`config.mk`:
```
export PLATFORM = sky130hd
export DESIGN_NAME = biriq_result
export DESIGN_NICKNAME = d
export VERILOG_FILES = /design/src/biriq_isa_pkg.sv /design/src/biriq_pipe_pkg.sv /design/src/biriq_result.sv
export VERILOG_INCLUDE_DIRS = /design/src
export SDC_FILE = /design/constraint.sdc
export NUM_CORES = 2
export LEC_CHECK = 0
export BUFFER_PORTS_ARGS = -buffer_cell sky130_fd_sc_hd__buf_4
export CORE_ASPECT_RATIO = 1.5
export CORE_UTILIZATION = 35
export DETAILED_ROUTE_END_ITERATION = 10
export PLACE_DENSITY = 0.49
export SYNTH_ARGS = -nofsm -noshare
export SYNTH_HDL_FRONTEND = slang
export SYNTH_SLANG_ARGS = --single-unit
```
`constraint.sdc`:
```
create_clock -name cpu_clock_i -period 6.2 [get_ports cpu_clock_i]
set_clock_uncertainty 0.15 [all_clocks]
set_input_delay 0.62 -clock cpu_clock_i [delete_from_list [all_inputs] [get_ports cpu_clock_i]]
set_output_delay 0.62 -clock cpu_clock_i [all_outputs]
set_load 0.02 [all_outputs]
```
`src/biriq_params.svh`:
```
`ifndef BIRIQ_PARAMS_SVH
`define BIRIQ_PARAMS_SVH

// Data path and instruction word width
`define BIRIQ_XLEN 32

// Architectural integer registers, x0 included
`define BIRIQ_NUM_REGS 32

// Bits needed to address one architectural register
`define BIRIQ_REG_AW 5

// Instruction slots per issued bundle
`define BIRIQ_ISSUE_W 2

`endif

```
`src/biriq_isa_pkg.sv`:
```
`default_nettype none

`include "biriq_params.svh"

package biriq_isa_pkg;

  // Major opcodes of the RV32I subset handled by this pipeline
  typedef enum logic [6:0] {
    OP     = 7'b0110011,
    OP_IMM = 7'b0010011,
    LUI    = 7'b0110111
  } opcode_e;

  // ALU operations, PASS_B forwards the second operand unchanged
  typedef enum logic [3:0] {
    ADD    = 4'd0,
    SUB    = 4'd1,
    SLL    = 4'd2,
    SLT    = 4'd3,
    SLTU   = 4'd4,
    XOR    = 4'd5,
    SRL    = 4'd6,
    SRA    = 4'd7,
    OR     = 4'd8,
    AND    = 4'd9,
    PASS_B = 4'd10
  } alu_op_e;

  // funct3 codes shared by OP and OP_IMM
  localparam logic [2:0] F3_ADD_SUB = 3'b000;
  localparam logic [2:0] F3_SLL     = 3'b001;
  localparam logic [2:0] F3_SLT     = 3'b010;
  localparam logic [2:0] F3_SLTU    = 3'b011;
  localparam logic [2:0] F3_XOR     = 3'b100;
  localparam logic [2:0] F3_SRL_SRA = 3'b101;
  localparam logic [2:0] F3_OR      = 3'b110;
  localparam logic [2:0] F3_AND     = 3'b111;

  // funct7 selects the alternate form of add and right shift
  localparam logic [6:0] F7_BASE = 7'b0000000;
  localparam logic [6:0] F7_ALT  = 7'b0100000;

  // Shift amount width follows the data width
  localparam int unsigned SHAMT_W = $clog2(`BIRIQ_XLEN);

endpackage

`default_nettype wire

```
`src/biriq_pipe_pkg.sv`:
```
`default_nettype none

`include "biriq_params.svh"

package biriq_pipe_pkg;

  // Two instruction words as presented to decode
  typedef struct packed {
    logic [`BIRIQ_XLEN-1:0]    ins0;
    logic [`BIRIQ_XLEN-1:0]    ins1;
    logic [`BIRIQ_ISSUE_W-1:0] slot_vld;
  } bundle_t;

  // One decoded slot on its way to execute
  typedef struct packed {
    logic                    vld;
    logic                    illegal;
    biriq_isa_pkg::alu_op_e  alu_op;
    logic [`BIRIQ_REG_AW-1:0] rs1;
    logic [`BIRIQ_REG_AW-1:0] rs2;
    logic                    rs2_is_imm;
    logic [`BIRIQ_REG_AW-1:0] rd;
    logic [`BIRIQ_XLEN-1:0]  imm;
    // Set for lui so that the first ALU operand is zero and rs1 is not read
    logic                    rs1_is_zero_src;
  } uop_t;

  // Result of one slot, used for write-back and reported at the top level
  typedef struct packed {
    logic                     vld;
    logic                     illegal;
    logic [`BIRIQ_REG_AW-1:0] rd;
    logic [`BIRIQ_XLEN-1:0]   value;
  } commit_t;

endpackage

`default_nettype wire

```
`src/biriq_result.sv`:
```
`timescale 1ns/1ps
`default_nettype none

`include "biriq_params.svh"

module biriq_result (
  input  wire                                             cpu_clock_i,
  input  wire                                             rst_n_i,
  input  wire  [2*`BIRIQ_ISSUE_W-1:0][`BIRIQ_REG_AW-1:0]  rd_addr_i,
  output logic [2*`BIRIQ_ISSUE_W-1:0][`BIRIQ_XLEN-1:0]    rd_data_o,
  input  biriq_pipe_pkg::commit_t                         ex0_i,
  input  biriq_pipe_pkg::commit_t                         ex1_i,
  output biriq_pipe_pkg::commit_t                         commit0_o,
  output biriq_pipe_pkg::commit_t                         commit1_o
);

  // x0 is not stored, reads of it are forced to zero
  logic [`BIRIQ_XLEN-1:0] regs [`BIRIQ_NUM_REGS-1:1];
  logic                   we0;
  logic                   we1;

  assign we0 = ex0_i.vld && !ex0_i.illegal && (ex0_i.rd != '0);
  assign we1 = ex1_i.vld && !ex1_i.illegal && (ex1_i.rd != '0);

  // Slot 1 is younger, so it wins when both slots target the same register
  always_ff @(posedge cpu_clock_i or negedge rst_n_i) begin
    if (!rst_n_i) begin
      for (int i = 1; i < `BIRIQ_NUM_REGS; i++) begin
        regs[i] <= '0;
      end
    end else begin
      for (int i = 1; i < `BIRIQ_NUM_REGS; i++) begin
        if (we1 && ex1_i.rd == `BIRIQ_REG_AW'(i)) begin
          regs[i] <= ex1_i.value;
        end else if (we0 && ex0_i.rd == `BIRIQ_REG_AW'(i)) begin
          regs[i] <= ex0_i.value;
        end
      end
    end
  end

  // Results still in the execute register are forwarded ahead of the file
  always_comb begin
    for (int p = 0; p < 2*`BIRIQ_ISSUE_W; p++) begin
      if (rd_addr_i[p] == '0) begin
        rd_data_o[p] = '0;
      end else if (we1 && ex1_i.rd == rd_addr_i[p]) begin
        rd_data_o[p] = ex1_i.value;
      end else if (we0 && ex0_i.rd == rd_addr_i[p]) begin
        rd_data_o[p] = ex0_i.value;
      end else begin
        rd_data_o[p] = regs[rd_addr_i[p]];
      end
    end
  end

  // Commit records leave in the same cycle they are written back
  assign commit0_o = ex0_i;
  assign commit1_o = ex1_i;

endmodule

`default_nettype wire

```
# Word-level counts from Yosys, hierarchy flattened
# Index checks and enable logic that the tools add are counted.
totals:
  regBits: 992
  in_bits: 100
  out_inout_bits: 206
  word_cells: 300
op_classes:
  order_cmp: 4
  eq_ne: 70
  n_mux: 82
  reduce_logical: 113
ops:
  columns: ["operator", "count"]
  rows:
  - ["$mux W32", 78]
  - ["$bmux W32 S5", 4]
  - ["$eq A5 B5 Y1 const B", 32]
  - ["$eq A5 B4 Y1 const B", 16]
  - ["$logic_and A1 B1 Y1", 74]
  - ["$reduce_bool A2 Y1", 31]
  - ["$eq A5 B3 Y1 const B", 8]
  - ["$eq A5 B5 Y1", 8]
  - ["$lt A5 B6 Y1 const B", 4]
  - ["$eq A5 B2 Y1 const B", 4]
  - ["$logic_not A5 Y1", 4]
  - ["$eq A5 B1 Y1 const B", 2]
  - ["$reduce_bool A5 Y1", 2]
  - ["$logic_not A1 Y1", 2]

# Longest topological paths before layout
depth:
  word_depth: 7
  depth_mapped: 11
  ltp_nobuf: 6

# Least setup slack after synthesis
# No wires, ideal clock.
synth_path:
  path_kind: "in2out"
  start: "input rd_addr_i[15] in the netlist's numbering"
  end: "output rd_data_o[100] in the netlist's numbering"
  arrival_time_ns: 2.684
  required_time_ns: 5.430
  slack_ns: 2.746
  stages: 6
  path_buffers: 2
  cell_sequence: "buf_2 > clkbuf_1 > mux4_2 > mux4_2 > a22oi_1 > nand3_1"
synth_rtl:
  columns: ["element", "line", "text"]
  rows:
  - ["start, declared", "biriq_result.sv:9", "input wire [2*`BIRIQ_ISSUE_W-1:0][`BIRIQ_REG_AW-1:0] rd_addr_i,"]
  - ["end, declared", "biriq_result.sv:10", "output logic [2*`BIRIQ_ISSUE_W-1:0][`BIRIQ_XLEN-1:0] rd_data_o,"]

==> impl_metrics.sql <==
INSERT INTO impl_metrics (metric_group, metric, value, unit) VALUES
('run_status', 'outcome', 'complete, but fails checks', ''),
('run_status', 'violations', 'DRC', ''),
('routing', 'drt.antenna.violating_nets', '0', ''),
('finish', 'largest_register_ff_count', '992', ''),
('critical_path', 'worstPathRequired', '5430', 'ps'),
('routing', 'drt-pass1-iter-count', '11', ''),
('finish', 'final_core_utilization', '38.8', '%'),
('critical_path', 'critical_path.endpoint_type', 'output port', ''),
('power_and_ir_drop', 'leakagePower', '38.8', 'nW'),
('floorplan', 'die_height', '594', 'µm'),
('clocking', 'numCtsBuffers', '112', ''),
('routing', 'drt_wl_total', '430000', 'µm'),
('placed_design', 'detailedPlacementHpwl', '265000', 'µm'),
('finish', 'num-nets-final', '7660', ''),
('critical_path', 'critPathMaxFanout', '23', ''),
('finish', 'reg.largest.list', 'regs x992', ''),
('timing', 'setup_viol', '0', ''),
('finish', 'registers.top_by_ff_count', 'regs', ''),
('floorplan', 'die_area', '236000', 'µm²'),
('synthesis', 'yosys_register_bits', '992', ''),
('timing', 'period_needed', '5220', 'ps'),
('finish', 'area_delta_synth_final', '10.2', '%'),
('clocking', 'cts_tree', 'built', ''),
('synthesis', 'synth_xor_area_share', '0.428', '%'),
('global_routing', 'number_of_antenna_violations_at_the_first_check_in_global_routing', '23', ''),
('synthesis', 'synth_top_flop_cell', 'sky130_fd_sc_hd__dfrtp_1', ''),
('critical_path', 'path_class', 'in2out', ''),
('timing', 'fmax', '0.192', 'GHz'),
('timing', 'timing.final.max_slew_violations', '0', ''),
('synthesis', 'synth_seq_area_share', '30.3', '%'),
('timing', 'worst-slew-pin-transition', '1400', 'ps'),
('synthesis', 'edff_count_synth', '0', ''),
('floorplan', 'core_area', '233000', 'µm²'),
('timing', 'final_worst_path_cycle_share', '84.1', '%'),
('critical_path', 'crit_path_max_incr_delay', '1160', 'ps'),
('critical_path', 'critPathLaunchType', 'input port', ''),
('routing', 'wl_per_cell', '40.1', 'µm'),
('clocking', 'cts.clk_slew.worst_paths', '70', 'ps'),
('synthesis', 'post_synth_mux_area_share', '41.8', '%'),
('routing', 'post_drt_via_cell_ratio', '6.83', ''),
('synthesis', 'leading_cell_types_by_total_area_after_synthesis', 'sky130_fd_sc_hd__dfrtp_1 30%, sky130_fd_sc_hd__mux4_2 22%, sky130_fd_sc_hd__mux2i_1 18%', ''),
('routing', 'detailroute.via_count', '73338', ''),
('clocking', 'ctsHtreeMaxLevel', '3', ''),
('synthesis', 'syn_area', '81800', 'µm²'),
('synthesis', 'post_synth_inst_count', '7965', ''),
('synthesis', 'mappedNetlistNets', '8065', ''),
('finish', 'final_layout_size_suffix_gt1_share', '23.7', '%'),
('critical_path', 'critical_path.most_common_cell', 'sky130_fd_sc_hd__buf_4', ''),
('timing', 'setup_total_negative_slack', '0', 'ps'),
('timing', 'hold_viol', '0', ''),
('synthesis', 'synth.lib_cells_used.distinct', '64', ''),
('clocking', 'cts_num_sinks', '992', ''),
('critical_path', 'timing.critical_path.cells', 'buf_4, nor3_2, a21oi_1, and4_4, nor2b_4, buf_4, a221oi_2, a21oi_1, buf_4', ''),
('routing', 'drt_iter0_markers', '11571', ''),
('clocking', 'clk-insertion-delay-late', '810', 'ps'),
('synthesis', 'netlist.top_cell.by_area', 'sky130_fd_sc_hd__dfrtp_1', ''),
('flow_run', 'timing.max_cap.violations', '0', ''),
('floorplan', 'num_rows', '217', ''),
('power_and_ir_drop', 'total_power_per_unit_cell_area', '301', 'nW/µm²'),
('synthesis', 'yosys.area_share.adder', '0', '%'),
('floorplan', 'floorplan.io_pins', '306', ''),
('hold_path', 'min_path_type', 'in2reg', ''),
('global_routing', 'grt_use_total', '35.6', '%'),
('synthesis', 'synth_largest_type_area_fraction', '30.3', '%'),
('placed_design', 'port_buffers', '305', ''),
('timing', 'timing.slew.headroom', '6.50', '%'),
('synthesis', 'asyncSetResetFlopFracSynth', '100', '%'),
('global_routing', 'grt_start_max_net_pins', '151', ''),
('synthesis', 'synth_simple_gate_area_share', '8.32', '%'),
('floorplan', 'floorplan.die.width', '397', 'µm'),
('routing', 'drcViolationCount', '58', '');
metal layers:
| layer | track usage [%] | share of wire [%] | vias to the layer above |
|---|---|---|---|
| li1 | - | - | 29043 |
| met1 | 45.2 | 37 | 37076 |
| met2 | 51.2 | 43 | 5744 |
| met3 | 10.2 | 12 | 1455 |
| met4 | 26.1 | 8.7 | 20 |
| met5 | 0.287 | 0.036 | - |
worst reg2reg max path, delay by kind of cell (launching register included):
family          cells  cell delay (ps)
mux                 1              220
compound gates      1              110
flops               1              440
layout make-up:
class                   instances  area [µm²]
well taps                    3066        3840
clock buffers                 156        3220
repair buffers                551        4670
inverters                      24        90.1
clock inverters                51         802
multi-input cells            5879       52700
flip-flops and latches        992       24800
fillers                     22584      143000
diodes                         12        30.0
where the power goes:
group / switching (mW) / internal [mW] / total [mW] / leakage, nW
clock: 3.24 / 4.41 / 7.65 / 1.97
sequential: 2.22 / 8.05 / 10.3 / 12.4
combinational: 4.50 / 4.69 / 9.19 / 24.4
cells in the final DEF, fill, tap and decap left out, drive strengths merged, types with 7 or more instances in the layout:
master,Yosys,routed
a2111oi,50,50
a211oi,37,37
a21oi,667,667
a221o,27,27
a221oi,48,48
a22o,18,18
a22oi,203,203
a32oi,9,9
buf,508,546
bufinv,0,19
clkbuf,562,158
clkinv,0,21
dfrtp,992,992
diode,0,12
inv,24,29
mux2,151,151
mux2i,1444,1444
mux4,802,802
nand2,650,650
nand2b,20,20
nand3,51,51
nand3b,7,7
nand4,7,7
nor2,761,761
nor2b,80,80
nor3,23,23
nor4,19,19
o2111ai,15,15
o211ai,37,37
o21ai,564,564
o22ai,89,89
o31ai,15,15
o32ai,7,7
xnor2,19,19
xor2,21,21
cells by family after synthesis:
kind of cell    count (synthesis)
mux                          2397
compound gates               1793
simple gates                 1649
buf+inv                      1094
flops                         992
xor+xnor                       40
path summary, 6_finish.rpt:
check / depth (start not counted) / slack, ps / endpoint / start
hold / removal: 3 / 140 / regs[670] / ex1_i[30]
setup reg to reg: 2 / 5100 / regs[96] / regs[96]
min in group asynchronous: 2 / 310 / regs[341] / rst_n_i
max in group asynchronous: 3 / 4020 / regs[267] / rst_n_i
hold reg to reg: 2 / 480 / regs[410] / regs[410]
setup / recovery: 9 / 980 / rd_data_o[50] / ex0_i[36]
through the flow:
step	worst slack (ps)	total power, mW	area (µm²)	hold WS [ps]	std cells
after floorplan	2750	16.0	81800	174	7965
after global placement	784	19.0	86100	446	10505
after detailed placement	1140	19.3	86100	470	10510
after CTS	1120	26.9	90100	122	10718
after global routing	986	28.1	90200	165	10720
final	984	27.1	90200	135	10731
repair_timing:
action / CTS / global route
setup endpoints to repair: 0 / 0
endpoints found under the hold margin: 62 / 0
hold buffers: 1 / 0
setup buffers: 0 / 0
Note: power is estimated with default switching activity, not from simulation.
