### config.mk
export PLATFORM = sky130hd
export DESIGN_NAME = biriq_decode
export DESIGN_NICKNAME = d
export VERILOG_FILES = /design/src/biriq_isa_pkg.sv /design/src/biriq_pipe_pkg.sv /design/src/biriq_decode.sv
export VERILOG_INCLUDE_DIRS = /design/src
export SDC_FILE = /design/constraint.sdc
export NUM_CORES = 1
export LEC_CHECK = 0
export ABC_CLOCK_PERIOD_IN_PS = 800
export BUFFER_PORTS_ARGS = -buffer_cell sky130_fd_sc_hd__buf_2
export CORE_MARGIN = 3
export CORE_UTILIZATION = 48
export DETAILED_ROUTE_END_ITERATION = 7
export PLACE_DENSITY = 0.92
export SLEW_MARGIN = 20
export SYNTH_ARGS = -nofsm -noshare
export SYNTH_HDL_FRONTEND = slang
export SYNTH_SLANG_ARGS = --single-unit
### constraint.sdc
create_clock -name cpu_clock_i -period 0.8 [get_ports cpu_clock_i]
set_clock_uncertainty 0.15 [all_clocks]
set_input_delay 0.08 -clock cpu_clock_i [delete_from_list [all_inputs] [get_ports cpu_clock_i]]
set_output_delay 0.08 -clock cpu_clock_i [all_outputs]
set_load 0.005 [all_outputs]
### src/biriq_params.svh
`ifndef BIRIQ_PARAMS_SVH
`define BIRIQ_PARAMS_SVH

// Data path and instruction word width
`define BIRIQ_XLEN 32

// Architectural integer registers, x0 included
`define BIRIQ_NUM_REGS 32

// Bits needed to address one architectural register
`define BIRIQ_REG_AW 5

// Instruction slots per issued bundle
`define BIRIQ_ISSUE_W 2

`endif

### src/biriq_isa_pkg.sv
`default_nettype none

`include "biriq_params.svh"

package biriq_isa_pkg;

  // Major opcodes of the RV32I subset handled by this pipeline
  typedef enum logic [6:0] {
    OP     = 7'b0110011,
    OP_IMM = 7'b0010011,
    LUI    = 7'b0110111
  } opcode_e;

  // ALU operations, PASS_B forwards the second operand unchanged
  typedef enum logic [3:0] {
    ADD    = 4'd0,
    SUB    = 4'd1,
    SLL    = 4'd2,
    SLT    = 4'd3,
    SLTU   = 4'd4,
    XOR    = 4'd5,
    SRL    = 4'd6,
    SRA    = 4'd7,
    OR     = 4'd8,
    AND    = 4'd9,
    PASS_B = 4'd10
  } alu_op_e;

  // funct3 codes shared by OP and OP_IMM
  localparam logic [2:0] F3_ADD_SUB = 3'b000;
  localparam logic [2:0] F3_SLL     = 3'b001;
  localparam logic [2:0] F3_SLT     = 3'b010;
  localparam logic [2:0] F3_SLTU    = 3'b011;
  localparam logic [2:0] F3_XOR     = 3'b100;
  localparam logic [2:0] F3_SRL_SRA = 3'b101;
  localparam logic [2:0] F3_OR      = 3'b110;
  localparam logic [2:0] F3_AND     = 3'b111;

  // funct7 selects the alternate form of add and right shift
  localparam logic [6:0] F7_BASE = 7'b0000000;
  localparam logic [6:0] F7_ALT  = 7'b0100000;

  // Shift amount width follows the data width
  localparam int unsigned SHAMT_W = $clog2(`BIRIQ_XLEN);

endpackage

`default_nettype wire

### src/biriq_pipe_pkg.sv
`default_nettype none

`include "biriq_params.svh"

package biriq_pipe_pkg;

  // Two instruction words as presented to decode
  typedef struct packed {
    logic [`BIRIQ_XLEN-1:0]    ins0;
    logic [`BIRIQ_XLEN-1:0]    ins1;
    logic [`BIRIQ_ISSUE_W-1:0] slot_vld;
  } bundle_t;

  // One decoded slot on its way to execute
  typedef struct packed {
    logic                    vld;
    logic                    illegal;
    biriq_isa_pkg::alu_op_e  alu_op;
    logic [`BIRIQ_REG_AW-1:0] rs1;
    logic [`BIRIQ_REG_AW-1:0] rs2;
    logic                    rs2_is_imm;
    logic [`BIRIQ_REG_AW-1:0] rd;
    logic [`BIRIQ_XLEN-1:0]  imm;
    // Set for lui so that the first ALU operand is zero and rs1 is not read
    logic                    rs1_is_zero_src;
  } uop_t;

  // Result of one slot, used for write-back and reported at the top level
  typedef struct packed {
    logic                     vld;
    logic                     illegal;
    logic [`BIRIQ_REG_AW-1:0] rd;
    logic [`BIRIQ_XLEN-1:0]   value;
  } commit_t;

endpackage

`default_nettype wire

### src/biriq_decode.sv
`timescale 1ns/1ps
`default_nettype none

`include "biriq_params.svh"

module biriq_decode (
  input  wire                    cpu_clock_i,
  input  wire                    rst_n_i,
  input  biriq_pipe_pkg::bundle_t bundle_i,
  input  wire                    bundle_vld_i,
  output biriq_pipe_pkg::uop_t   uop0_o,
  output biriq_pipe_pkg::uop_t   uop1_o
);

  // Turns one instruction word into a micro-operation, vld is added later
  function automatic biriq_pipe_pkg::uop_t decode_slot(input logic [`BIRIQ_XLEN-1:0] ins);
    biriq_pipe_pkg::uop_t u;
    logic [2:0]           f3;
    logic [6:0]           f7;
    f3 = ins[14:12];
    f7 = ins[31:25];
    u = '0;
    u.rd = ins[11:7];
    u.rs1 = ins[19:15];
    u.rs2 = ins[24:20];
    u.alu_op = biriq_isa_pkg::ADD;
    case (ins[6:0])
      biriq_isa_pkg::OP: begin
        // Only add and right shift have an alternate funct7
        u.illegal = !(f7 == biriq_isa_pkg::F7_BASE ||
                      (f7 == biriq_isa_pkg::F7_ALT &&
                       (f3 == biriq_isa_pkg::F3_ADD_SUB || f3 == biriq_isa_pkg::F3_SRL_SRA)));
        case (f3)
          biriq_isa_pkg::F3_ADD_SUB: u.alu_op = (f7 == biriq_isa_pkg::F7_ALT) ?
                                                biriq_isa_pkg::SUB : biriq_isa_pkg::ADD;
          biriq_isa_pkg::F3_SLL:     u.alu_op = biriq_isa_pkg::SLL;
          biriq_isa_pkg::F3_SLT:     u.alu_op = biriq_isa_pkg::SLT;
          biriq_isa_pkg::F3_SLTU:    u.alu_op = biriq_isa_pkg::SLTU;
          biriq_isa_pkg::F3_XOR:     u.alu_op = biriq_isa_pkg::XOR;
          biriq_isa_pkg::F3_SRL_SRA: u.alu_op = (f7 == biriq_isa_pkg::F7_ALT) ?
                                                biriq_isa_pkg::SRA : biriq_isa_pkg::SRL;
          biriq_isa_pkg::F3_OR:      u.alu_op = biriq_isa_pkg::OR;
          default:                   u.alu_op = biriq_isa_pkg::AND;
        endcase
      end
      biriq_isa_pkg::OP_IMM: begin
        u.rs2_is_imm = 1'b1;
        u.imm = {{(`BIRIQ_XLEN-12){ins[31]}}, ins[31:20]};
        case (f3)
          biriq_isa_pkg::F3_ADD_SUB: u.alu_op = biriq_isa_pkg::ADD;
          biriq_isa_pkg::F3_SLL: begin
            u.alu_op = biriq_isa_pkg::SLL;
            u.illegal = (f7 != biriq_isa_pkg::F7_BASE);
          end
          biriq_isa_pkg::F3_SLT:     u.alu_op = biriq_isa_pkg::SLT;
          biriq_isa_pkg::F3_SLTU:    u.alu_op = biriq_isa_pkg::SLTU;
          biriq_isa_pkg::F3_XOR:     u.alu_op = biriq_isa_pkg::XOR;
          biriq_isa_pkg::F3_SRL_SRA: begin
            // Upper immediate bits act as funct7 for the shift forms
            u.alu_op = (f7 == biriq_isa_pkg::F7_ALT) ? biriq_isa_pkg::SRA : biriq_isa_pkg::SRL;
            u.illegal = (f7 != biriq_isa_pkg::F7_BASE) && (f7 != biriq_isa_pkg::F7_ALT);
          end
          biriq_isa_pkg::F3_OR:      u.alu_op = biriq_isa_pkg::OR;
          default:                   u.alu_op = biriq_isa_pkg::AND;
        endcase
      end
      biriq_isa_pkg::LUI: begin
        u.alu_op = biriq_isa_pkg::PASS_B;
        u.rs2_is_imm = 1'b1;
        u.rs1_is_zero_src = 1'b1;
        u.imm = {ins[31:12], 12'b0};
      end
      default: u.illegal = 1'b1;
    endcase
    return u;
  endfunction

  logic [`BIRIQ_ISSUE_W-1:0] vld_q;
  biriq_pipe_pkg::uop_t      uop0_q;
  biriq_pipe_pkg::uop_t      uop1_q;

  always_ff @(posedge cpu_clock_i or negedge rst_n_i) begin
    if (!rst_n_i) begin
      vld_q <= '0;
    end else begin
      vld_q <= bundle_i.slot_vld & {`BIRIQ_ISSUE_W{bundle_vld_i}};
    end
  end

  // Payload only moves when a bundle is offered
  always_ff @(posedge cpu_clock_i) begin
    if (bundle_vld_i) begin
      uop0_q <= decode_slot(bundle_i.ins0);
      uop1_q <= decode_slot(bundle_i.ins1);
    end
  end

  always_comb begin
    uop0_o = uop0_q;
    uop0_o.vld = vld_q[0];
    uop1_o = uop1_q;
    uop1_o.vld = vld_q[1];
  end

endmodule

`default_nettype wire

# == Yosys cells after proc, flatten, opt, wreduce, memory -nomap -nowiden ==
# Index checks and enable logic that the tools add are counted.
# word_totals
reg_bits,110
latch_bits,0
ramBits,0
rom_bits,0
elab_cells,78
n_memories,0
# classes
addsub,0
multipliers,0
div_mod_pow,0
magnitude_cmp,0
eq_ne,22
n_shift,0
mux,20
n_bitwise,1
n_reduce_logical,18
# op_table
op,count
$pmux W32 S2,2
$pmux W4 S7,4
$eq A7 B6 Y1 const B,6
$pmux W4 S3,2
$eq A3 B3 Y1 const B,6
$eq A7 B5 Y1 const B,2
$logic_not A7 Y1,2
$ne A7 B6 Y1 const B,2
$reduce_bool A7 Y1,2
$eq A3 B2 Y1 const B,4
$mux W1,8
$eq A3 B1 Y1 const B,2
$logic_not A3 Y1,2
$pmux W1 S3,2
$logic_and A1 B1 Y1,4
$logic_or A1 B1 Y1,4
$pmux W1 S2,2
$reduce_or A2 Y1,2
$and A2 B2 Y2,1
$logic_not A1 Y1,2

# == Logic depth before layout (Yosys ltp) ==
# logic_depth
word_depth,6
depth_mapped,6
depth_no_buf,4

# == Least setup slack after synthesis ==
# No wires, ideal clock.
# synth_path
path_kind,in2reg
startpoint,in bundle_i[16] in the netlist's numbering
endpoint,"reg uop1_q, in the netlist uop1_o[53], data pin"
arrival_time_ps,961
required_ps,395
slack_ps,-566
path_stages,5
path_buffers,1
path_cell_list,buf_6 nor4b_2 a31oi_1 a211o_1 a31o_1
# synth_via
elab_chain_cells,6
elab_cells_between_ends,9
# synth_lines
element,line_no,source
"start, declared",biriq_decode.sv:9,"input biriq_pipe_pkg::bundle_t bundle_i,"
$eq A3 B3 Y1 or $logic_not A3 Y1 (tied branches),"biriq_decode.sv:32, biriq_decode.sv:49",
$logic_or A1 B1 Y1,biriq_decode.sv:32,(f3 == biriq_isa_pkg::F3_ADD_SUB || f3 == biriq_isa_pkg::F3_SRL_SRA)));
$logic_and A1 B1 Y1,biriq_decode.sv:31,(f7 == biriq_isa_pkg::F7_ALT &&
$logic_or A1 B1 Y1,biriq_decode.sv:30,u.illegal = !(f7 == biriq_isa_pkg::F7_BASE ||
$logic_not A1 Y1,biriq_decode.sv:30,
$pmux W1 S3 (*),biriq_decode.sv:27,case (ins[6:0])
"end signal, assigned",biriq_decode.sv:94,uop1_q <= decode_slot(bundle_i.ins1);
"end, declared",biriq_decode.sv:80,biriq_pipe_pkg::uop_t uop1_q;
# Every way passes the cells marked *; elsewhere a longest branch is shown, timed or not.
# A chain may end at the register's enable or synchronous reset.

# == Final worst setup path ==
# layout_path
startpoint,in bundle_i[5] in the netlist's numbering
endpoint,"reg uop1_q, in the netlist uop1_o[32], data pin"
# layout_via
elab_chain_cells,2
elab_cells_between_ends,3
# layout_lines
element,line_no
$eq A7 B6 Y1 or $eq A7 B5 Y1 (tied branches),biriq_decode.sv:27
$pmux W32 S2 (*),biriq_decode.sv:27
# Marked as above.

==> run_results.csv <==
group,metric,value,unit
sta,setup_viol,198,
detailed_routing,wirelength,13000,microns
synth,synth_area_leaders,"edfxtp_1, a21o_1, and2_1",
finish,fillers,468,
global_routing,antenna_found_initial,0,
detailed_routing,avgViaCountPerCell,5.32,
global_routing,grt_pass1_wl,18900,microns
die,num_io_pins,179,
sta,final.min_clock_period,1.20,ns
sta,period_share,1.50,
synth,synthDistinctLibCells,37,
finish,multi_input_area,1030,sq um
synth,ys_warn_count,0,
synth,synth-seq-area-share,0.774,
cts,path_clk_slew,0.10,ns
finish,drive_gt1_frac,0.555,
detailed_routing,ant_nets,0,
synth,ys_ff_latch,110,
min_path,holdPathStages,1,
power,ir_drop,1.15,mV
detailed_routing,vias,3365,
min_path,hp-class,"in2reg",
worst_setup_path,cp_max_fo,4,
cts,htree_levels,3,
sta,fin_ws,-0.404,ns
worst_setup_path,end_kind,"register",
finish,seqCellArea,3290,sq um
worst_setup_path,crit_type,"in2reg",
sta,fmax,831,MHz
finish,final_core_util,0.793,
worst_setup_path,required,0.87,ns
detailed_routing,drt_iter0_drc,170,
sta,worst_pin_slew,0.298,ns
worst_setup_path,crit_path_max_incr_delay,0.28,ns
die,fp-row-count,33,
sta,hold_viol_final,21,
synth,synth_ff_type,"edfxtp_1",
synth,syn_area_per_cell,16.9,sq um
status,outcome,"finished with violations",
place,dp_hpwl,7910,microns
worst_setup_path,path_cells,"buf_6, nand4bb_4, or2_4, nor2_4, buf_12, buf_12, buf_6, o21a_1",
cts,cts_tree,"done",
synth,synth_edf_count,108,
detailed_routing,wl_per_cell,20.6,microns
die,dieArea,10000,sq um
power,power_leakage,3.11,nW
worst_setup_path,critPathSlowestCell,"or2_4",
cts,clock-sinks,110,
sta,rsz0062_at_grt,"yes",
cts,cts-root-buf,"clkbuf_8",
finish,synthToLayoutAreaGrowth,57.0,%
synth,ys_async_sr_fraction,0.0182,
global_routing,grt_pass1_vias,3564,
finish,stdcell_area,6680,sq um
global_routing,grt_overflow_total,0,
synth,netlist_area,4260,sq um
synth,yosysTopAreaCell,"edfxtp_1",
power,power,11.6,mW
cts,cts_buffer_depth,2,
synth,synth_fp_nets,321,
global_routing,grt_max_degree,56,
power,pwr_density_cell,1730,nW/um^2
run,drv_cap,0,
sta,setup_tns,-54.88,ns
place,place_area,5610,sq um
sta,drv_slew,0,
status,violations,"hold timing, setup timing",
sta,relSlewSlack,0.801,
global_routing,track_usage,0.253,
sta,hold_ws,-0.187,ns
die,start_util,0.505,
die,dieWidth,100,microns
finish,antenna-diode-count,0,
synth,synth_top_cell_area_share,0.762,
worst_setup_path,worstPathArrival,1.28,ns
finish,nets,592,
detailed_routing,firstDrtPassIters,4,
die,coreArea,8420,sq um
synth,synth_cells,252,
place,port_buffers,178,
die,die-height,100,microns
worst_setup_path,start_kind,"primary input",
cts,cts_made_buffers,9,
place,gp_congestion,0.861,
detailed_routing,drc,0,
-- Yosys cell counts, types with 2 or more instances --
cell      instances
clkbuf_1          3
and3_1            3
a21o_1           39
a31oi_1           3
buf_4             6
nor4_2            3
nor4_1            2
a21oi_1           3
a211o_1           2
nor2_1            7
and2_1           27
o21a_1            2
inv_1             4
nand2b_1          3
buf_6             3
o21ai_0           5
nand2_1           8
dfrtp_1           2
or2_2             2
edfxtp_1        108
-- state kept, by name (all words and copies together) (netlist names) --
name,flops
uop1_o,54
vld_q,2
uop0_o,54
-- cells by family after synthesis --
| logic type | Yosys count | synth area share |
|---|---|---|
| compound gates | 61 | 0.104 |
| xor+xnor | 1 | 0.00206 |
| buf+inv | 17 | 0.0259 |
| flops | 110 | 0.774 |
| mux | 1 | 0.00235 |
| simple gates | 62 | 0.0920 |
-- metrics by stage --
stage | hold slack, ns | cells | setup WS (ns)
after detailed placement | -0.282 | 566 | -0.666
after floorplan | -0.366 | 252 | -0.513
after global placement | -0.286 | 566 | -0.642
after global routing | -0.208 | 633 | -0.420
final | -0.187 | 633 | -0.404
after CTS | -0.220 | 629 | -0.371
-- repair_timing --
item / in CTS / in global routing
cloned: 5 / 0
endpoints found under the hold margin: 86 / 36
endpoints found under the setup margin: 188 / 188
setup buffers: 15 / 1
resized for setup: 64 / 12
hold buffers: 28 / 4
pin swaps: 26 / 11
-- worst paths after layout --
kind	startpoint	endpoint	slack (ns)
worst max-delay path	bundle_i[5]	uop1_o[32]$_DFFE_PP_	-0.40
min in group asynchronous	rst_n_i	vld_q[0]$_DFF_PN0_	-0.12
max in group asynchronous	rst_n_i	vld_q[1]$_DFF_PN0_	0.52
worst min-delay path	bundle_i[26]	uop1_o[43]$_DFFE_PP_	-0.19
-- layout by cell type (no fill, tap or decap), types with 2 or more instances in the layout --
| cell | n |
|---|---|
| buf_16 | 4 |
| a21o_1 | 39 |
| and2_1 | 15 |
| buf_4 | 32 |
| nand2_1 | 6 |
| buf_12 | 6 |
| nor2_1 | 5 |
| and3_4 | 2 |
| or2_4 | 3 |
| a21oi_2 | 2 |
| buf_6 | 28 |
| o21ai_0 | 3 |
| nand2b_1 | 3 |
| nor4_4 | 4 |
| and2_4 | 12 |
| buf_2 | 167 |
| edfxtp_1 | 108 |
| clkbuf_8 | 9 |
| dlygate4sd3_1 | 32 |
| inv_6 | 3 |
| a211o_1 | 2 |
| buf_8 | 4 |
| dfrtp_1 | 2 |
| o21a_1 | 2 |
| inv_1 | 3 |
| a31oi_1 | 2 |
| nor2_4 | 2 |
-- report_power, final --
| part | leakage [nW] | internal [mW] | switching (mW) |
|---|---|---|---|
| sequential | 1.06 | 6.67 | 0.0969 |
| combinational | 1.94 | 0.681 | 0.635 |
| clock | 0.104 | 1.50 | 1.97 |
-- worst max-delay path, delay by kind of cell --
kind / cells / cell delay [ns]
AND/OR/NAND/NOR: 3 / 0.64
buffers and inverters: 4 / 0.43
AO/OA/AOI/OAI: 1 / 0.13
-- per-layer routing --
metal / GRT usage / routed length (microns) / share of wire
met2: 0.453 / 7170 / 0.55
met4: 0.133 / 541 / 0.042
met5: 0 / 0 / 0
met1: 0.290 / 4480 / 0.34
met3: 0.0382 / 827 / 0.064
-- area by class of cell --
type	count	share of cell area
Multi-Input combinational cell	125	0.155
Sequential cell	110	0.493
Tap cell	105	0.0197
Clock inverter	7	0.0120
Inverter	4	0.00225
Clock buffer	9	0.0185
Timing Repair Buffer	273	0.300
(Power assumes the default switching activity.)
